[src/design/dp_irq_pkg.sv]
/*
	Interrupt controller register layout
	Control and status bit positions and the control word union
*/

package dp_irq_pkg;

	// Source count
	localparam int IRQ_NUM = 8;

	// Control word
	// Bit 0 run, bits 1..8 enables, bits 9..16 modes
	localparam int IRQ_CTL_WIDTH = 1 + 2 * IRQ_NUM;	// 17 bits

	// Status word
	// Bit 0 any pending, bits 1..8 per-source events
	localparam int IRQ_STA_WIDTH = 1 + IRQ_NUM;		// 9 bits
	localparam int IRQ_STA_ALL   = 0;				// Any-pending flag
	localparam int IRQ_STA_EVT   = 1;				// First event bit

	// Register addresses inside the block
	localparam logic [1:0] IRQ_ADR_SET = 2'd0;	// Write ORs bits into control
	localparam logic [1:0] IRQ_ADR_CLR = 2'd1;	// Write clears control bits
	localparam logic [1:0] IRQ_ADR_STA = 2'd2;	// Status, write one to clear

	// Field view of the control word
	// First member lands in the top bits
	typedef struct packed {
		logic [IRQ_NUM-1:0] mode;	// 0 level, 1 edge
		logic [IRQ_NUM-1:0] ie;		// Per-source enable
		logic               run;	// Global run
	} irq_ctl_fields_t;

	// Control word, written raw and read as fields
	typedef union packed {
		logic [IRQ_CTL_WIDTH-1:0] raw;
		irq_ctl_fields_t          f;
	} irq_ctl_u;

endpackage

[src/design/dp_lb_pkg.sv]
/*
	Local bus package for the DP policy-manager peripherals
	Request and response structs plus the address map
*/

package dp_lb_pkg;

	// Bus widths
	localparam int LB_ADR_W  = 4;		// Full local-bus address
	localparam int LB_DAT_W  = 32;		// Data word
	localparam int BLK_ADR_W = 2;		// Register address inside one block

	// Region codes in adr[3:2]
	localparam logic [1:0] LB_REGION_IRQ = 2'd0;	// Interrupt controller
	localparam logic [1:0] LB_REGION_TMR = 2'd1;	// Interval timer

	// Timer register map
	localparam logic [BLK_ADR_W-1:0] TMR_ADR_CTL = 2'd0;	// Bit 0 is run
	localparam logic [BLK_ADR_W-1:0] TMR_ADR_RLD = 2'd1;	// Reload value
	localparam logic [BLK_ADR_W-1:0] TMR_ADR_CNT = 2'd2;	// Current count, read only

	// Returned for any address without a register
	localparam logic [LB_DAT_W-1:0] LB_UNMAPPED = 32'hdeadcafe;

	// Request as seen on the shared port
	typedef struct packed {
		logic [LB_ADR_W-1:0]  adr;
		logic                 wr;		// One-cycle write strobe
		logic                 rd;		// One-cycle read strobe
		logic [LB_DAT_W-1:0]  din;
	} lb_req_t;

	// Read answer, one cycle after rd
	typedef struct packed {
		logic [LB_DAT_W-1:0]  dout;
		logic                 vld;
	} lb_rsp_t;

	// Request after region decode
	typedef struct packed {
		logic [BLK_ADR_W-1:0] adr;
		logic                 wr;
		logic                 rd;
		logic [LB_DAT_W-1:0]  din;
	} blk_req_t;

endpackage
[src/design/dp_pm_top.sv]
/*
	DP policy-manager peripheral cluster
	Decoder, interrupt controller and interval timer on one local bus
*/

`timescale 1ns/1ps

module dp_pm_top
	import dp_lb_pkg::*;
(
	input  logic       RST_IN,		// Clock
	input  logic       CLK_IN,		// Async reset, active high
	input  lb_req_t    lb_req,		// Local-bus request
	output lb_rsp_t    lb_rsp,		// Local-bus response
	input  logic [6:0] irq_src,		// Interrupt sources 1 to 7
	output logic       irq			// Interrupt to the CPU
);

	blk_req_t irq_req;			// Decoder to interrupt controller
	blk_req_t tmr_req;			// Decoder to timer
	lb_rsp_t  irq_rsp;
	lb_rsp_t  tmr_rsp;
	logic     tmr_expire;		// Timer drives source 0

	dp_pm_lb_dec lb_dec_i
	(
		.RST_IN  (RST_IN),
		.CLK_IN  (CLK_IN),
		.lb_req  (lb_req),
		.irq_req (irq_req),
		.tmr_req (tmr_req),
		.irq_rsp (irq_rsp),
		.tmr_rsp (tmr_rsp),
		.lb_rsp  (lb_rsp)
	);

	dp_pm_irq irq_i
	(
		.RST_IN  (RST_IN),
		.CLK_IN  (CLK_IN),
		.blk_req (irq_req),
		.blk_rsp (irq_rsp),
		.irq_req ({irq_src, tmr_expire}),	// Timer in bit 0
		.irq     (irq)
	);

	dp_pm_timer timer_i
	(
		.RST_IN  (RST_IN),
		.CLK_IN  (CLK_IN),
		.blk_req (tmr_req),
		.blk_rsp (tmr_rsp),
		.expire  (tmr_expire)
	);

endmodule

[src/design/dp_pm_lb_dec.sv]
/*
	Local-bus region decoder
	Steers strobes to one block by adr[3:2] and muxes the read answer
*/

`timescale 1ns/1ps

module dp_pm_lb_dec
	import dp_lb_pkg::*;
(
	input  logic     RST_IN,		// Clock
	input  logic     CLK_IN,		// Async reset, active high
	input  lb_req_t  lb_req,		// Shared port request
	output blk_req_t irq_req,		// To interrupt controller
	output blk_req_t tmr_req,		// To timer
	input  lb_rsp_t  irq_rsp,
	input  lb_rsp_t  tmr_rsp,
	output lb_rsp_t  lb_rsp			// Shared port response
);

	logic [LB_ADR_W-BLK_ADR_W-1:0] region;		// Selected region
	logic [LB_ADR_W-BLK_ADR_W-1:0] region_r;	// Region of the last request
	logic                          rd_pend;		// Read issued last cycle

	assign region = lb_req.adr[LB_ADR_W-1:BLK_ADR_W];

	// Address and data go to both, strobes only to one
	always_comb
	begin
		irq_req.adr = lb_req.adr[BLK_ADR_W-1:0];
		irq_req.din = lb_req.din;
		irq_req.wr  = lb_req.wr && (region == LB_REGION_IRQ);
		irq_req.rd  = lb_req.rd && (region == LB_REGION_IRQ);
		tmr_req.adr = lb_req.adr[BLK_ADR_W-1:0];
		tmr_req.din = lb_req.din;
		tmr_req.wr  = lb_req.wr && (region == LB_REGION_TMR);
		tmr_req.rd  = lb_req.rd && (region == LB_REGION_TMR);
	end

	always_ff @(posedge RST_IN or posedge CLK_IN)
	begin
		if (CLK_IN)
		begin
			region_r <= '0;
			rd_pend  <= 1'b0;
		end
		else
		begin
			region_r <= region;
			rd_pend  <= lb_req.rd;
		end
	end

	// Response mux, unmapped regions answered here
	always_comb
	begin
		case (region_r)
			LB_REGION_IRQ : lb_rsp = irq_rsp;
			LB_REGION_TMR : lb_rsp = tmr_rsp;
			default       : lb_rsp = '{dout: LB_UNMAPPED, vld: rd_pend};
		endcase
	end

	// At most one block answers in a cycle
	a_one_vld : assert property (@(posedge RST_IN) disable iff (CLK_IN)
		!(irq_rsp.vld && tmr_rsp.vld));

	// Every read is answered on the next cycle, and only then
	a_rd_vld : assert property (@(posedge RST_IN) disable iff (CLK_IN)
		lb_rsp.vld == $past(lb_req.rd));

endmodule

[src/design/dp_pm_timer.sv]
/*
	Interval timer
	Down counter with run control and reload, pulses expire on wrap
*/

`timescale 1ns/1ps

module dp_pm_timer
	import dp_lb_pkg::*;
(
	input  logic     RST_IN,		// Clock
	input  logic     CLK_IN,		// Async reset, active high
	input  blk_req_t blk_req,		// Register request
	output lb_rsp_t  blk_rsp,		// Read response
	output logic     expire			// One cycle per period
);

	// Registered request
	logic                 wr_r;
	logic                 rd_r;
	logic [BLK_ADR_W-1:0] adr_r;
	logic [LB_DAT_W-1:0]  din_r;

	logic                run;		// Counting enabled
	logic [LB_DAT_W-1:0] reload;	// Period minus one
	logic [LB_DAT_W-1:0] cnt;		// Current count
	logic                start;		// Run going 0 to 1

	always_ff @(posedge RST_IN or posedge CLK_IN)
	begin
		if (CLK_IN)
		begin
			wr_r <= 1'b0;
			rd_r <= 1'b0;
		end
		else
		begin
			wr_r <= blk_req.wr;
			rd_r <= blk_req.rd;
		end
	end

	always_ff @(posedge RST_IN)
	begin
		adr_r <= blk_req.adr;
		din_r <= blk_req.din;
	end

	assign start = wr_r && (adr_r == TMR_ADR_CTL) && din_r[0] && !run;

	// Control and reload registers
	always_ff @(posedge RST_IN or posedge CLK_IN)
	begin
		if (CLK_IN)
		begin
			run    <= 1'b0;
			reload <= '0;
		end
		else if (wr_r)
		begin
			case (adr_r)
				TMR_ADR_CTL : run    <= din_r[0];
				TMR_ADR_RLD : reload <= din_r;
				default     : ;				// Count is read only
			endcase
		end
	end

	// Counter and expiry pulse
	always_ff @(posedge RST_IN or posedge CLK_IN)
	begin
		if (CLK_IN)
		begin
			cnt    <= '0;
			expire <= 1'b0;
		end
		else
		begin
			expire <= 1'b0;
			if (start)
				cnt <= reload;				// Fresh period on start
			else if (run)
			begin
				if (cnt == '0)
				begin
					cnt    <= reload;		// Wrap
					expire <= 1'b1;
				end
				else
					cnt <= cnt - 1'b1;
			end
		end
	end

	always_comb
	begin
		blk_rsp.vld = rd_r;
		case (adr_r)
			TMR_ADR_CTL : blk_rsp.dout = LB_DAT_W'(run);
			TMR_ADR_RLD : blk_rsp.dout = reload;
			TMR_ADR_CNT : blk_rsp.dout = cnt;
			default     : blk_rsp.dout = LB_UNMAPPED;
		endcase
	end

	// Nonzero period means single-cycle pulses
	a_exp_pulse : assert property (@(posedge RST_IN) disable iff (CLK_IN)
		(expire && (reload != '0)) |=> !expire);

endmodule

[src/design/dp_pm_irq.sv]
/*
	Interrupt controller, eight sources
	Set/clear control word, per-source level or edge event latches,
	write-one-to-clear status and a combined interrupt output
*/

`timescale 1ns/1ps

module dp_pm_irq
	import dp_lb_pkg::*;
	import dp_irq_pkg::*;
(
	input  logic               RST_IN,		// Clock
	input  logic               CLK_IN,		// Async reset, active high
	input  blk_req_t           blk_req,		// Register request
	output lb_rsp_t            blk_rsp,		// Read response
	input  logic [IRQ_NUM-1:0] irq_req,		// Interrupt requests
	output logic               irq			// Any event pending
);

	// Registered request
	logic                 wr_r;
	logic                 rd_r;
	logic [BLK_ADR_W-1:0] adr_r;
	logic [LB_DAT_W-1:0]  din_r;

	// Address decode
	logic sel_set;
	logic sel_clr;
	logic sel_sta;

	// Control word, current and next
	irq_ctl_u ctl;
	irq_ctl_u ctl_nxt;

	// Events
	logic [IRQ_NUM-1:0]       req_re;		// Request rising edges
	logic [IRQ_NUM-1:0]       evt_set;
	logic [IRQ_NUM-1:0]       evt_clr;
	logic [IRQ_NUM-1:0]       evt;
	logic [IRQ_STA_WIDTH-1:0] sta;

	// Registered strobes
	always_ff @(posedge RST_IN or posedge CLK_IN)
	begin
		if (CLK_IN)
		begin
			wr_r <= 1'b0;
			rd_r <= 1'b0;
		end
		else
		begin
			wr_r <= blk_req.wr;
			rd_r <= blk_req.rd;
		end
	end

	// Registered address and data
	always_ff @(posedge RST_IN)
	begin
		adr_r <= blk_req.adr;
		din_r <= blk_req.din;
	end

	assign sel_set = (adr_r == IRQ_ADR_SET);
	assign sel_clr = (adr_r == IRQ_ADR_CLR);
	assign sel_sta = (adr_r == IRQ_ADR_STA);

	// Next control word
	always_comb
	begin
		ctl_nxt = ctl;
		if (wr_r && sel_set)
			ctl_nxt.raw = ctl.raw | din_r[IRQ_CTL_WIDTH-1:0];		// OR bits in
		else if (wr_r && sel_clr)
			ctl_nxt.raw = ctl.raw & ~din_r[IRQ_CTL_WIDTH-1:0];	// Clear bits
	end

	always_ff @(posedge RST_IN or posedge CLK_IN)
	begin
		if (CLK_IN)
			ctl.raw <= '0;
		else
			ctl.raw <= ctl_nxt.raw;
	end

	// One edge detector per source
	for (genvar i = 0; i < IRQ_NUM; i++)
	begin : g_edge
		dp_lib_edge edge_i
		(
			.RST_IN (RST_IN),
			.CLK_IN (CLK_IN),
			.a_in   (irq_req[i]),
			.re     (req_re[i]),
			.fe     ()				// Falling edge not needed
		);
	end

	// Set from level or edge, per mode
	always_comb
	begin
		for (int i = 0; i < IRQ_NUM; i++)
			evt_set[i] = ctl_nxt.f.ie[i] &&
				(ctl_nxt.f.mode[i] ? req_re[i] : irq_req[i]);
	end

	// Ones written to status clear events
	assign evt_clr = {IRQ_NUM{wr_r && sel_sta}} & din_r[IRQ_STA_EVT +: IRQ_NUM];

	// Event latches
	// Follow the next run bit so events drop with run in the same cycle
	always_ff @(posedge RST_IN or posedge CLK_IN)
	begin
		if (CLK_IN)
			evt <= '0;
		else if (!ctl_nxt.f.run)
			evt <= '0;							// Stopped, flush all
		else
			evt <= (evt | evt_set) & ~evt_clr;	// Clear wins over set
	end

	// Status word
	assign sta[IRQ_STA_ALL]             = |evt;
	assign sta[IRQ_STA_EVT +: IRQ_NUM] = evt;

	assign irq = sta[IRQ_STA_ALL];

	// Read mux from the registered request
	always_comb
	begin
		blk_rsp.vld  = rd_r;		// Fixed one-cycle latency
		blk_rsp.dout = LB_UNMAPPED;
		if (sel_set || sel_clr)
			blk_rsp.dout = LB_DAT_W'(ctl.raw);	// Both addresses read control
		else if (sel_sta)
			blk_rsp.dout = LB_DAT_W'(sta);
	end

	// Interrupt stays low while stopped
	a_irq_run : assert property (@(posedge RST_IN) disable iff (CLK_IN)
		!ctl.f.run |-> !irq);

endmodule

[src/design/dp_lib_edge.sv]
/*
	Edge detector
	Flags rising and falling edges of one line against its registered copy
*/

`timescale 1ns/1ps

module dp_lib_edge
(
	input  logic RST_IN,	// Clock
	input  logic CLK_IN,	// Async reset, active high
	input  logic a_in,		// Line to watch
	output logic re,		// Rising edge
	output logic fe			// Falling edge
);

	logic a_r;		// Previous value

	always_ff @(posedge RST_IN or posedge CLK_IN)
	begin
		if (CLK_IN)
			a_r <= 1'b0;
		else
			a_r <= a_in;
	end

	// Combinational against the stored copy
	assign re = a_in & ~a_r;
	assign fe = ~a_in & a_r;

endmodule

[config.mk]
export PLATFORM = sky130hd
export DESIGN_NAME = dp_pm_top
export DESIGN_NICKNAME = d
export VERILOG_FILES = /design/src/design/dp_irq_pkg.sv /design/src/design/dp_lb_pkg.sv /design/src/design/dp_pm_top.sv /design/src/design/dp_pm_lb_dec.sv /design/src/design/dp_pm_timer.sv /design/src/design/dp_pm_irq.sv /design/src/design/dp_lib_edge.sv
export SDC_FILE = /design/constraint.sdc
export NUM_CORES = 1
export LEC_CHECK = 0
export BUFFER_PORTS_ARGS = -buffer_cell sky130_fd_sc_hd__clkbuf_2
export CAP_MARGIN = 20
export CORE_MARGIN = 2
export CORE_UTILIZATION = 50
export DETAILED_ROUTE_END_ITERATION = 8
export HOLD_SLACK_MARGIN = 0.15
export PLACE_DENSITY_LB_ADDON = 0.25
export SKIP_CTS_REPAIR_TIMING = 1
export SLEW_MARGIN = 30
export SYNTH_ARGS = -nofsm -noshare
export SYNTH_HDL_FRONTEND = slang
export SYNTH_SLANG_ARGS = --single-unit
[constraint.sdc]
create_clock -name RST_IN -period 2.9 [get_ports RST_IN]
set_clock_uncertainty 0.15 [all_clocks]
set_input_delay 0.145 -clock RST_IN [delete_from_list [all_inputs] [get_ports RST_IN]]
set_output_delay 0.145 -clock RST_IN [all_outputs]
set_load 0.1 [all_outputs]
==> results, run 1 <==
- The most common flop cell mapped by yosys is dfrtp_1.
- The TritonCTS sink count is 140.
- The data arrival time at the worst-slack endpoint is 2.96 ns.
- In the final routed layout, each cell accounts on average for 19.9 microns.
- Buffers placed on the I/O ports in this run total 80.
- The number of flops mapped to enable cells by yosys is 0.
- The initial antenna violation count came to 0.
- Setup violations remaining at the end of the flow were counted as 0.
- The worst hold path passes through 2 cells.
- The achievable frequency is 0.363 GHz.
- Sequential cells were found to cover 51.0% of the synthesized design area.
- The classification of the worst-slack hold path is in2reg.
- For the pin with the worst max-slew slack, the measured transition is 0.790 ns.
- The net count after synthesis is 699.
- In the synthesized netlist the async set-or-reset flop fraction comes to 75.7%.
- The worst setup path is launched from a register.
- The startpoint identified for the worst register-to-register timing path is timer_i.cnt[3].
- The sum of met2 wire segment lengths after detailed routing is 9.05 mm.
- TritonCTS created 17 clock buffers.
- The DRC violations left is 0.
- After detailed routing, the total wire length is 19.3 mm.
- The latest clock arrival within the worst-skew pair is 0.42 ns.
- The detailed router used layers up to and including met4.
- After the first detailed-routing iteration, the DRC count stood at 463.
- The die is 118 microns tall.
- Yosys mapped the design onto 69 distinct sky130hd cell types.
- The origin of the worst min-delay path is lb_req[9].
- After synthesis the netlist holds a flip-flop and latch count of 140.
- The Yosys step of the flow raised 0 warnings.
- The number of cells produced by synthesis is 650.
- Along the worst path, the maximum fanout reaches 8.
- Setup repair after global routing left no endpoint under its margin.
- The area of the mapped netlist is 6540 sq um.
- The layout overhead on the synthesized area is 31.0%.
- The boundary pin count is 81.
- The longest clock path from root to sink contains 2 buffers.
- The floorplan step set the die width to 118 microns.
- The worst setup path is captured at a register.
- The worst path in the final design needs a cycle of 2.76 ns, including I/O delays and setup.
- The critical path data required time is 3.11 ns.
- The total vias in the final route is 5975.
- The number of standard cells in the final layout excluding fillers is 967.
- The power after layout is 6.40 mW.
- In this run the core area contains 41 standard-cell rows.
- The number of max-slew violations in the final report is 0.
- The post-DP HPWL is 13.1 mm.
- Measured in cells, the most critical reg-to-reg path has a length of 6.
- The number of placed instances with taps included is 890.
- TritonCTS built the clock tree.
- Dividing the synthesized area by the synthesized cell count gives 10.1 sq um.
- Of the cells placed in the final design, the portion with a size suffix greater than 1 is 24.9%.
- The library cell used most frequently in the layout, excluding fill and tap cells, is dfrtp_1.
- The count of nets left with antenna violations once routing finished came out at 0.
- The die covers 14000 sq um.
- The first-pass GRT wire length is 30.1 mm.
- Max-cap violations in this run came to 0.
- The worst-case IR drop observed on VDD is 0.517 mV.
- The worst pin sits at a relative slew slack of 47.3%.
- The hold-critical path endpoint is irq_i.din_r[9].
- The number of vias per cell after detailed routing is 6.18.
- In this run the critical register-to-register path is captured at timer_i.cnt[19].
- The number of H-tree levels is 4.
- The layout net count is 832.
- The via count of the first global-routing pass is 5601.
- Setup slack on the worst reg-to-reg path comes out at 0.14 ns.
- In this run the power density over the cells is 748 nW/um^2.
- The final count of hold timing violations came to 0.
- In the finished design, the share of the clock period the worst path needs comes to 95.0%.
- The run finished with clean final reports.
- The core region is 12700 sq um.
- The critical path in this run is classified as reg2reg.
- The number of inserted diodes is 0.
- The length of routed met3 wiring is 1.54 mm.
- The routability congestion estimate is 0.966.
- The overall fraction of global-route tracks in use is 27.6%.
- The total overflow reported by the global router is 0.
- The sum of routed wire segments on met1 is 8.27 mm.
- The analysis attributes to cell leakage a power of 3.65 nW.
- The detailed-router iteration count before antenna repair is 5.
- Leaving out fill and tap cells, the most frequent cells in the layout are dfrtp_1 (106), nand2_1 (70), clkbuf_2 (50).
- The register clock-pin slew on the reported worst setup and hold paths is 0.06 ns.
- The largest net degree at the start of global routing is 107.
- The cell sitting at the root of the clock tree is a clkbuf_16.
- The initial standard-cell utilization of the core is 51.6%.
-- where the power goes --
group	switching, mW	internal (mW)	total, mW
logic	0.993	0.615	1.61
registers	0.363	2.26	2.62
clock network	0.821	1.35	2.17
-- metal layers --
layer / vias up / global-route usage, %
met3: 40 / 5.79
li1: 2684 / -
met1: 2949 / 39.7
met2: 302 / 41.3
met4: 0 / 9.56
met5: - / 0
-- critical path: stages, from the launching register on --
cell and delay, ns:
dfrtp_1 0.44, or4_1 0.78, nand2b_4 0.24, or3_1 0.49, nor3_2 0.29, or3_1 0.16, o211a_1 0.15
-- kinds of logic after synthesis --
kind of cell | count (synthesis) | share of synthesized area [%]
multiplexers | 38 | 6.45
buffers and inverters | 56 | 3.91
AND/OR/NAND/NOR | 210 | 17.7
adder cells (fa/ha/maj) | 2 | 0.383
flip-flops | 140 | 51.0
XOR/XNOR | 2 | 0.268
AO/OA/AOI/OAI | 202 | 20.3
-- worst max-delay path by stage --
| stage | to | cells after the start | from |
|---|---|---|---|
| 5_1_grt | timer_i.cnt[27] | 6 | timer_i.cnt[3] |
| 2_1_floorplan | lb_rsp[11] | 6 | irq_i.adr_r[1] |
| 4_1_cts | timer_i.cnt[25] | 6 | timer_i.cnt[3] |
| 3_5_place_dp | timer_i.cnt[13] | 6 | timer_i.cnt[3] |
| 3_3_place_gp | timer_i.cnt[13] | 6 | timer_i.cnt[3] |
| 6_report | timer_i.cnt[19] | 6 | timer_i.cnt[3] |
-- registers in the layout, summed over array words and instances, names as in the netlist, 2 cells and up --
signal and flops:
irq_i.din_r 32, timer_i.cnt 32, timer_i.reload 32, irq_i.ctl 17, irq_i.evt 8, irq_i.g_edge.edge_i.a_r 8
irq_i.adr_r 2, lb_dec_i.region_r 2
-- stage by stage --
stage | hold slack [ns] | setup WS, ns | util, % | setup TNS (ns) | area (sq um)
2_1_floorplan | 0.0227 | -0.0102 | - | -0.0102 | 6560
3_3_place_gp | 0.0971 | 0.228 | 59.3 | 0 | 7520
3_5_place_dp | 0.0989 | 0.199 | 59.3 | 0 | 7520
4_1_cts | -0.343 | 0.183 | 63.9 | 0 | 8100
5_1_grt | 0.208 | 0.00287 | 67.5 | 0 | 8560
6_report | 0.202 | 0.145 | 67.5 | 0 | 8560
-- cell type report --
cell class                 count  area, sq um
clock buffer                  20          437
fill                         973         4110
sequential                   140         3330
timing repair buffer         158         1410
clock inverter                11          144
multi-input combinational    454         2970
inverter                      12         48.8
tap                          172          215
-- Yosys cell counts (8+ instances only) --
master / instances / area share [%]
a211oi_1: 9 / 1.0
a21oi_1: 46 / 3.5
a22o_1: 14 / 1.9
a22oi_1: 12 / 1.4
a31oi_1: 15 / 1.4
buf_1: 8 / 0.46
clkbuf_1: 27 / 1.6
dfrtp_1: 106 / 41
dfxtp_1: 34 / 10
inv_1: 12 / 0.69
mux2_2: 33 / 5.7
nand2_1: 70 / 4.0
nand3_1: 19 / 1.5
nor2_1: 29 / 1.7
nor3_1: 15 / 1.1
nor4_1: 10 / 0.96
o21a_1: 8 / 0.92
o21ai_0: 42 / 3.2
o22ai_1: 9 / 0.86
or3_1: 10 / 0.96
or4_1: 8 / 0.92
Power figures use the tool's default switching activity.
==> inputs of run 2 (changes only) <==
--- a/config.mk
+++ b/config.mk
@@ -13,7 +13,8 @@
 export HOLD_SLACK_MARGIN = 0.15
 export PLACE_DENSITY_LB_ADDON = 0.25
 export SKIP_CTS_REPAIR_TIMING = 1
-export SLEW_MARGIN = 30
+export SLEW_MARGIN = 20
 export SYNTH_ARGS = -nofsm -noshare
 export SYNTH_HDL_FRONTEND = slang
+export SYNTH_HIERARCHICAL = 1
 export SYNTH_SLANG_ARGS = --single-unit
==> results, run 2 <==
- The achievable frequency is 0.364 GHz (was 0.363 GHz).
- The total die area is 18200 sq um (was 14000 sq um).
- The number of inserted diodes is 0 (unchanged).
- The total overflow reported by the global router came to 0 (unchanged).
- The transition time of the tightest slew-check pin is 0.705 ns (was 0.790 ns).
- The largest net degree at the start of global routing is 36 (was 107).
- The register clock-pin slew on the reported worst setup and hold paths is 0.07 ns (was 0.06 ns).
- The reported max-cap violation count is 0 (unchanged).
- Biggest regs: timer_i/cnt x32, timer_i/din_r x32, timer_i/reload x32 (was irq_i.din_r x32, timer_i.cnt x32, timer_i.reload x32).
- The fraction of final layout cells with drive strength greater than 1 was 22.8% (was 24.9%).
- The count of nets left with antenna violations after detail routing is 0 (unchanged).
- The leakage power of the design was 4.52 nW (was 3.65 nW).
- The worst hold slack across all endpoints is 0.135 ns (was 0.202 ns).
- The combined flip-flop and latch cell area is 3710 sq um (was 3330 sq um).
- The DRC violations left came to 0 (unchanged).
- The average wire length per cell after detail routing came to 19.0 microns (was 19.9 microns).
- The worst reg-to-reg setup slack came to 0.27 ns (was 0.14 ns).
- The total vias in the final route is 6846 (was 5975).
- The clock root buffer master is clkbuf_16 (unchanged).
- The final count of hold timing violations was 0 (unchanged).
- The final cell area excluding filler cells is 10200 sq um (was 8560 sq um).
- The clock tree from TritonCTS is built (unchanged).
- The initial standard-cell utilization of the core is 51.4% (was 51.6%).
- The critical path capture point was lb_rsp[5] (was timer_i.cnt[19]).
- The post-detailed-placement cell area came to 9210 sq um (was 7520 sq um).
- The via count of the first global-routing pass is 6283 (was 5601).
- The shortest period the worst path allows is 2.75 ns (was 2.76 ns).
- Result of the run: finished, final reports clean (unchanged).
- The layout net count is 986 (was 832).
- The TritonCTS sink count is 159 (was 140).
- The share of the clock period used by the worst path came to 94.8% (was 95.0%).
- The number of standard cells in the final layout excluding fillers is 1170 (was 967).
- The highest metal layer with signal wires is met4 (unchanged).
- The number of placed instances with taps included came to 1092 (was 890).
- The layout overhead on the synthesized area is 19.5% (was 31.0%).
- The boundary pin count is 81 (unchanged).
- The routability congestion estimate was 0.925 (was 0.966).
- The starting DRC count in detailed routing is 712 (was 463).
- The total power divided by cell area is 672 nW/um^2 (was 748 nW/um^2).
- The startpoint of the worst register-to-register path is timer_i/cnt[24] (was timer_i.cnt[3]).
- Most used cells in the layout excluding fill and tap cells: dfrtp_1 (105), nor2_1 (79), dfxtp_1 (53) (was dfrtp_1 (106), nand2_1 (70), clkbuf_2 (50)).
- The overall fraction of global-route tracks in use came to 24.6% (was 27.6%).
- The post-DP HPWL is 15.7 mm (was 13.1 mm).
- The category of the worst setup path launch point is a register (unchanged).
- The sum of met2 wire segment lengths after detailed routing was 9.87 mm (was 9.05 mm).
- The class of the most critical setup path is reg2out (was reg2reg).
- The data arrival time at the worst-slack endpoint is 2.46 ns (was 2.96 ns).
- The endpoint of the worst register-to-register path is timer_i/cnt[25] (was timer_i.cnt[19]).
- Ordered list of cells on the worst path: nand2b_1 > o22a_1 > nor2b_1 > a211o_1 > buf_12 (was or4_1 > nand2b_4 > or3_1 > nor3_2 > or3_1 > o211a_1).
- The path depth of the worst reg2reg path is 5 (was 6).
- The first-pass GRT wire length was 34.5 mm (was 30.1 mm).
- The cell row count came to 47 (was 41).
- The sum of routed wire segments on met1 is 10.2 mm (was 8.27 mm).
- The leading cell type in the layout, fill and taps excluded is dfrtp_1 (unchanged).
- The classification of the worst-slack hold path is in2async (was in2reg).
- The number of cells produced by synthesis is 881 (was 650).
- The number of H-tree levels is 4 (unchanged).
- The number of buffers created by CTS came to 17 (unchanged).
- The area of the mapped netlist was 8580 sq um (was 6540 sq um).
- The initial antenna violation count came to 0 (unchanged).
- The number of max-slew violations in the final report is 0 (unchanged).
- The number of failing setup endpoints in the final timing report was 0 (unchanged).
- The largest vdd supply drop is 0.453 mV (was 0.517 mV).
- The sum of negative setup slack is 0 ns (unchanged).
- Setup repair after global routing missed its margin: false (unchanged).
- The length of routed met3 wiring came to 1.57 mm (was 1.54 mm).
- The worst relative slew slack is 53.0% (was 47.3%).
- The power after layout is 6.88 mW (was 6.40 mW).
- The maximum single-stage delay on the critical path came to 0.64 ns (was 0.78 ns).
- The maximum buffer depth of the clock tree is 2 (unchanged).
- The launching element of the worst setup path is irq_i/adr_r[1] (was timer_i.cnt[3]).
- The port buffer count is 80 (unchanged).
- The mean area per synthesized cell is 9.74 sq um (was 10.1 sq um).
- The total routed wirelength is 22.2 mm (was 19.3 mm).
- The latest clock arrival within the worst-skew pair is 0.42 ns (about the same).
- The die width is 135 microns (was 118 microns).
- The vertical die dimension is 135 microns (was 118 microns).
- The critical-path maximum fanout is 16 (was 8).
- The detailed-router iteration count before antenna repair is 6 (was 5).
- The filler cell count is 1419 (was 973).
- The number of warnings issued by yosys came to 6 (was 0).
- The cell type of the slowest stage on the worst timing path is dfxtp_1 (was or4_1).
- The nature of the critical path endpoint is an output port (was register).
- The area of combinational cells with multiple inputs is 3890 sq um (was 2970 sq um).
- The critical path data required time is 2.61 ns (was 3.11 ns).
- The number of vias per cell after detailed routing was 5.85 (was 6.18).
- The placeable core area is 16700 sq um (was 12700 sq um).
==> run 2: how the worst min path moves through the flow <==
stage,cells after the start,to,slack [ns],startpoint
finish,3,irq_i/g_edge[2].edge_i/a_r,0.14,CLK_IN
global route,3,irq_i/g_edge[3].edge_i/a_r,0.16,CLK_IN
CTS,2,irq_i/g_edge[2].edge_i/a_r,-0.42,CLK_IN
detailed placement,2,irq_i/g_edge[2].edge_i/a_r,0.03,CLK_IN
global placement,2,irq_i/g_edge[2].edge_i/a_r,0.03,CLK_IN
floorplan,1,irq_i/g_edge[0].edge_i/a_r,-0.28,CLK_IN
==> run 2: critical path: cells and delay by family (launching register included) <==
kind | cells | cell delay [ns]
compound gates | 2 | 0.66
buf+inv | 1 | 0.19
flops | 1 | 0.64
simple gates | 2 | 0.52
==> run 2: layout make-up <==
class                      instances  area share [%]
clock buffer                      20            4.46
clock inverter                    12            1.21
inverter                          35            1.29
multi-input combinational        561            37.9
sequential                       159            36.2
tap                              220            2.69
timing repair buffer             163            16.2
==> run 2: layer usage <==
metal  vias up  GRT usage (%)
met5         -              0
met4         0           8.80
met3        43           5.59
met2       269           36.4
met1      3342           35.6
li1       3192              -
==> run 2: report_power, final <==
group | internal, mW | total, mW | leakage, nW | switching, mW
combinational | 0.769 | 1.81 | 2.50 | 1.04
clock | 1.25 | 2.19 | 0.285 | 0.946
sequential | 2.52 | 2.88 | 1.74 | 0.361
total | 4.54 | 6.88 | 4.52 | 2.35
==> run 2: metrics by stage <==
step	worst slack, ns	util [%]
5_1_grt	0.0106	61.4
3_5_place_dp	0.302	55.1
4_1_cts	0.120	58.6
6_report	0.150	61.4
3_3_place_gp	0.338	55.1
2_1_floorplan	0.196	-
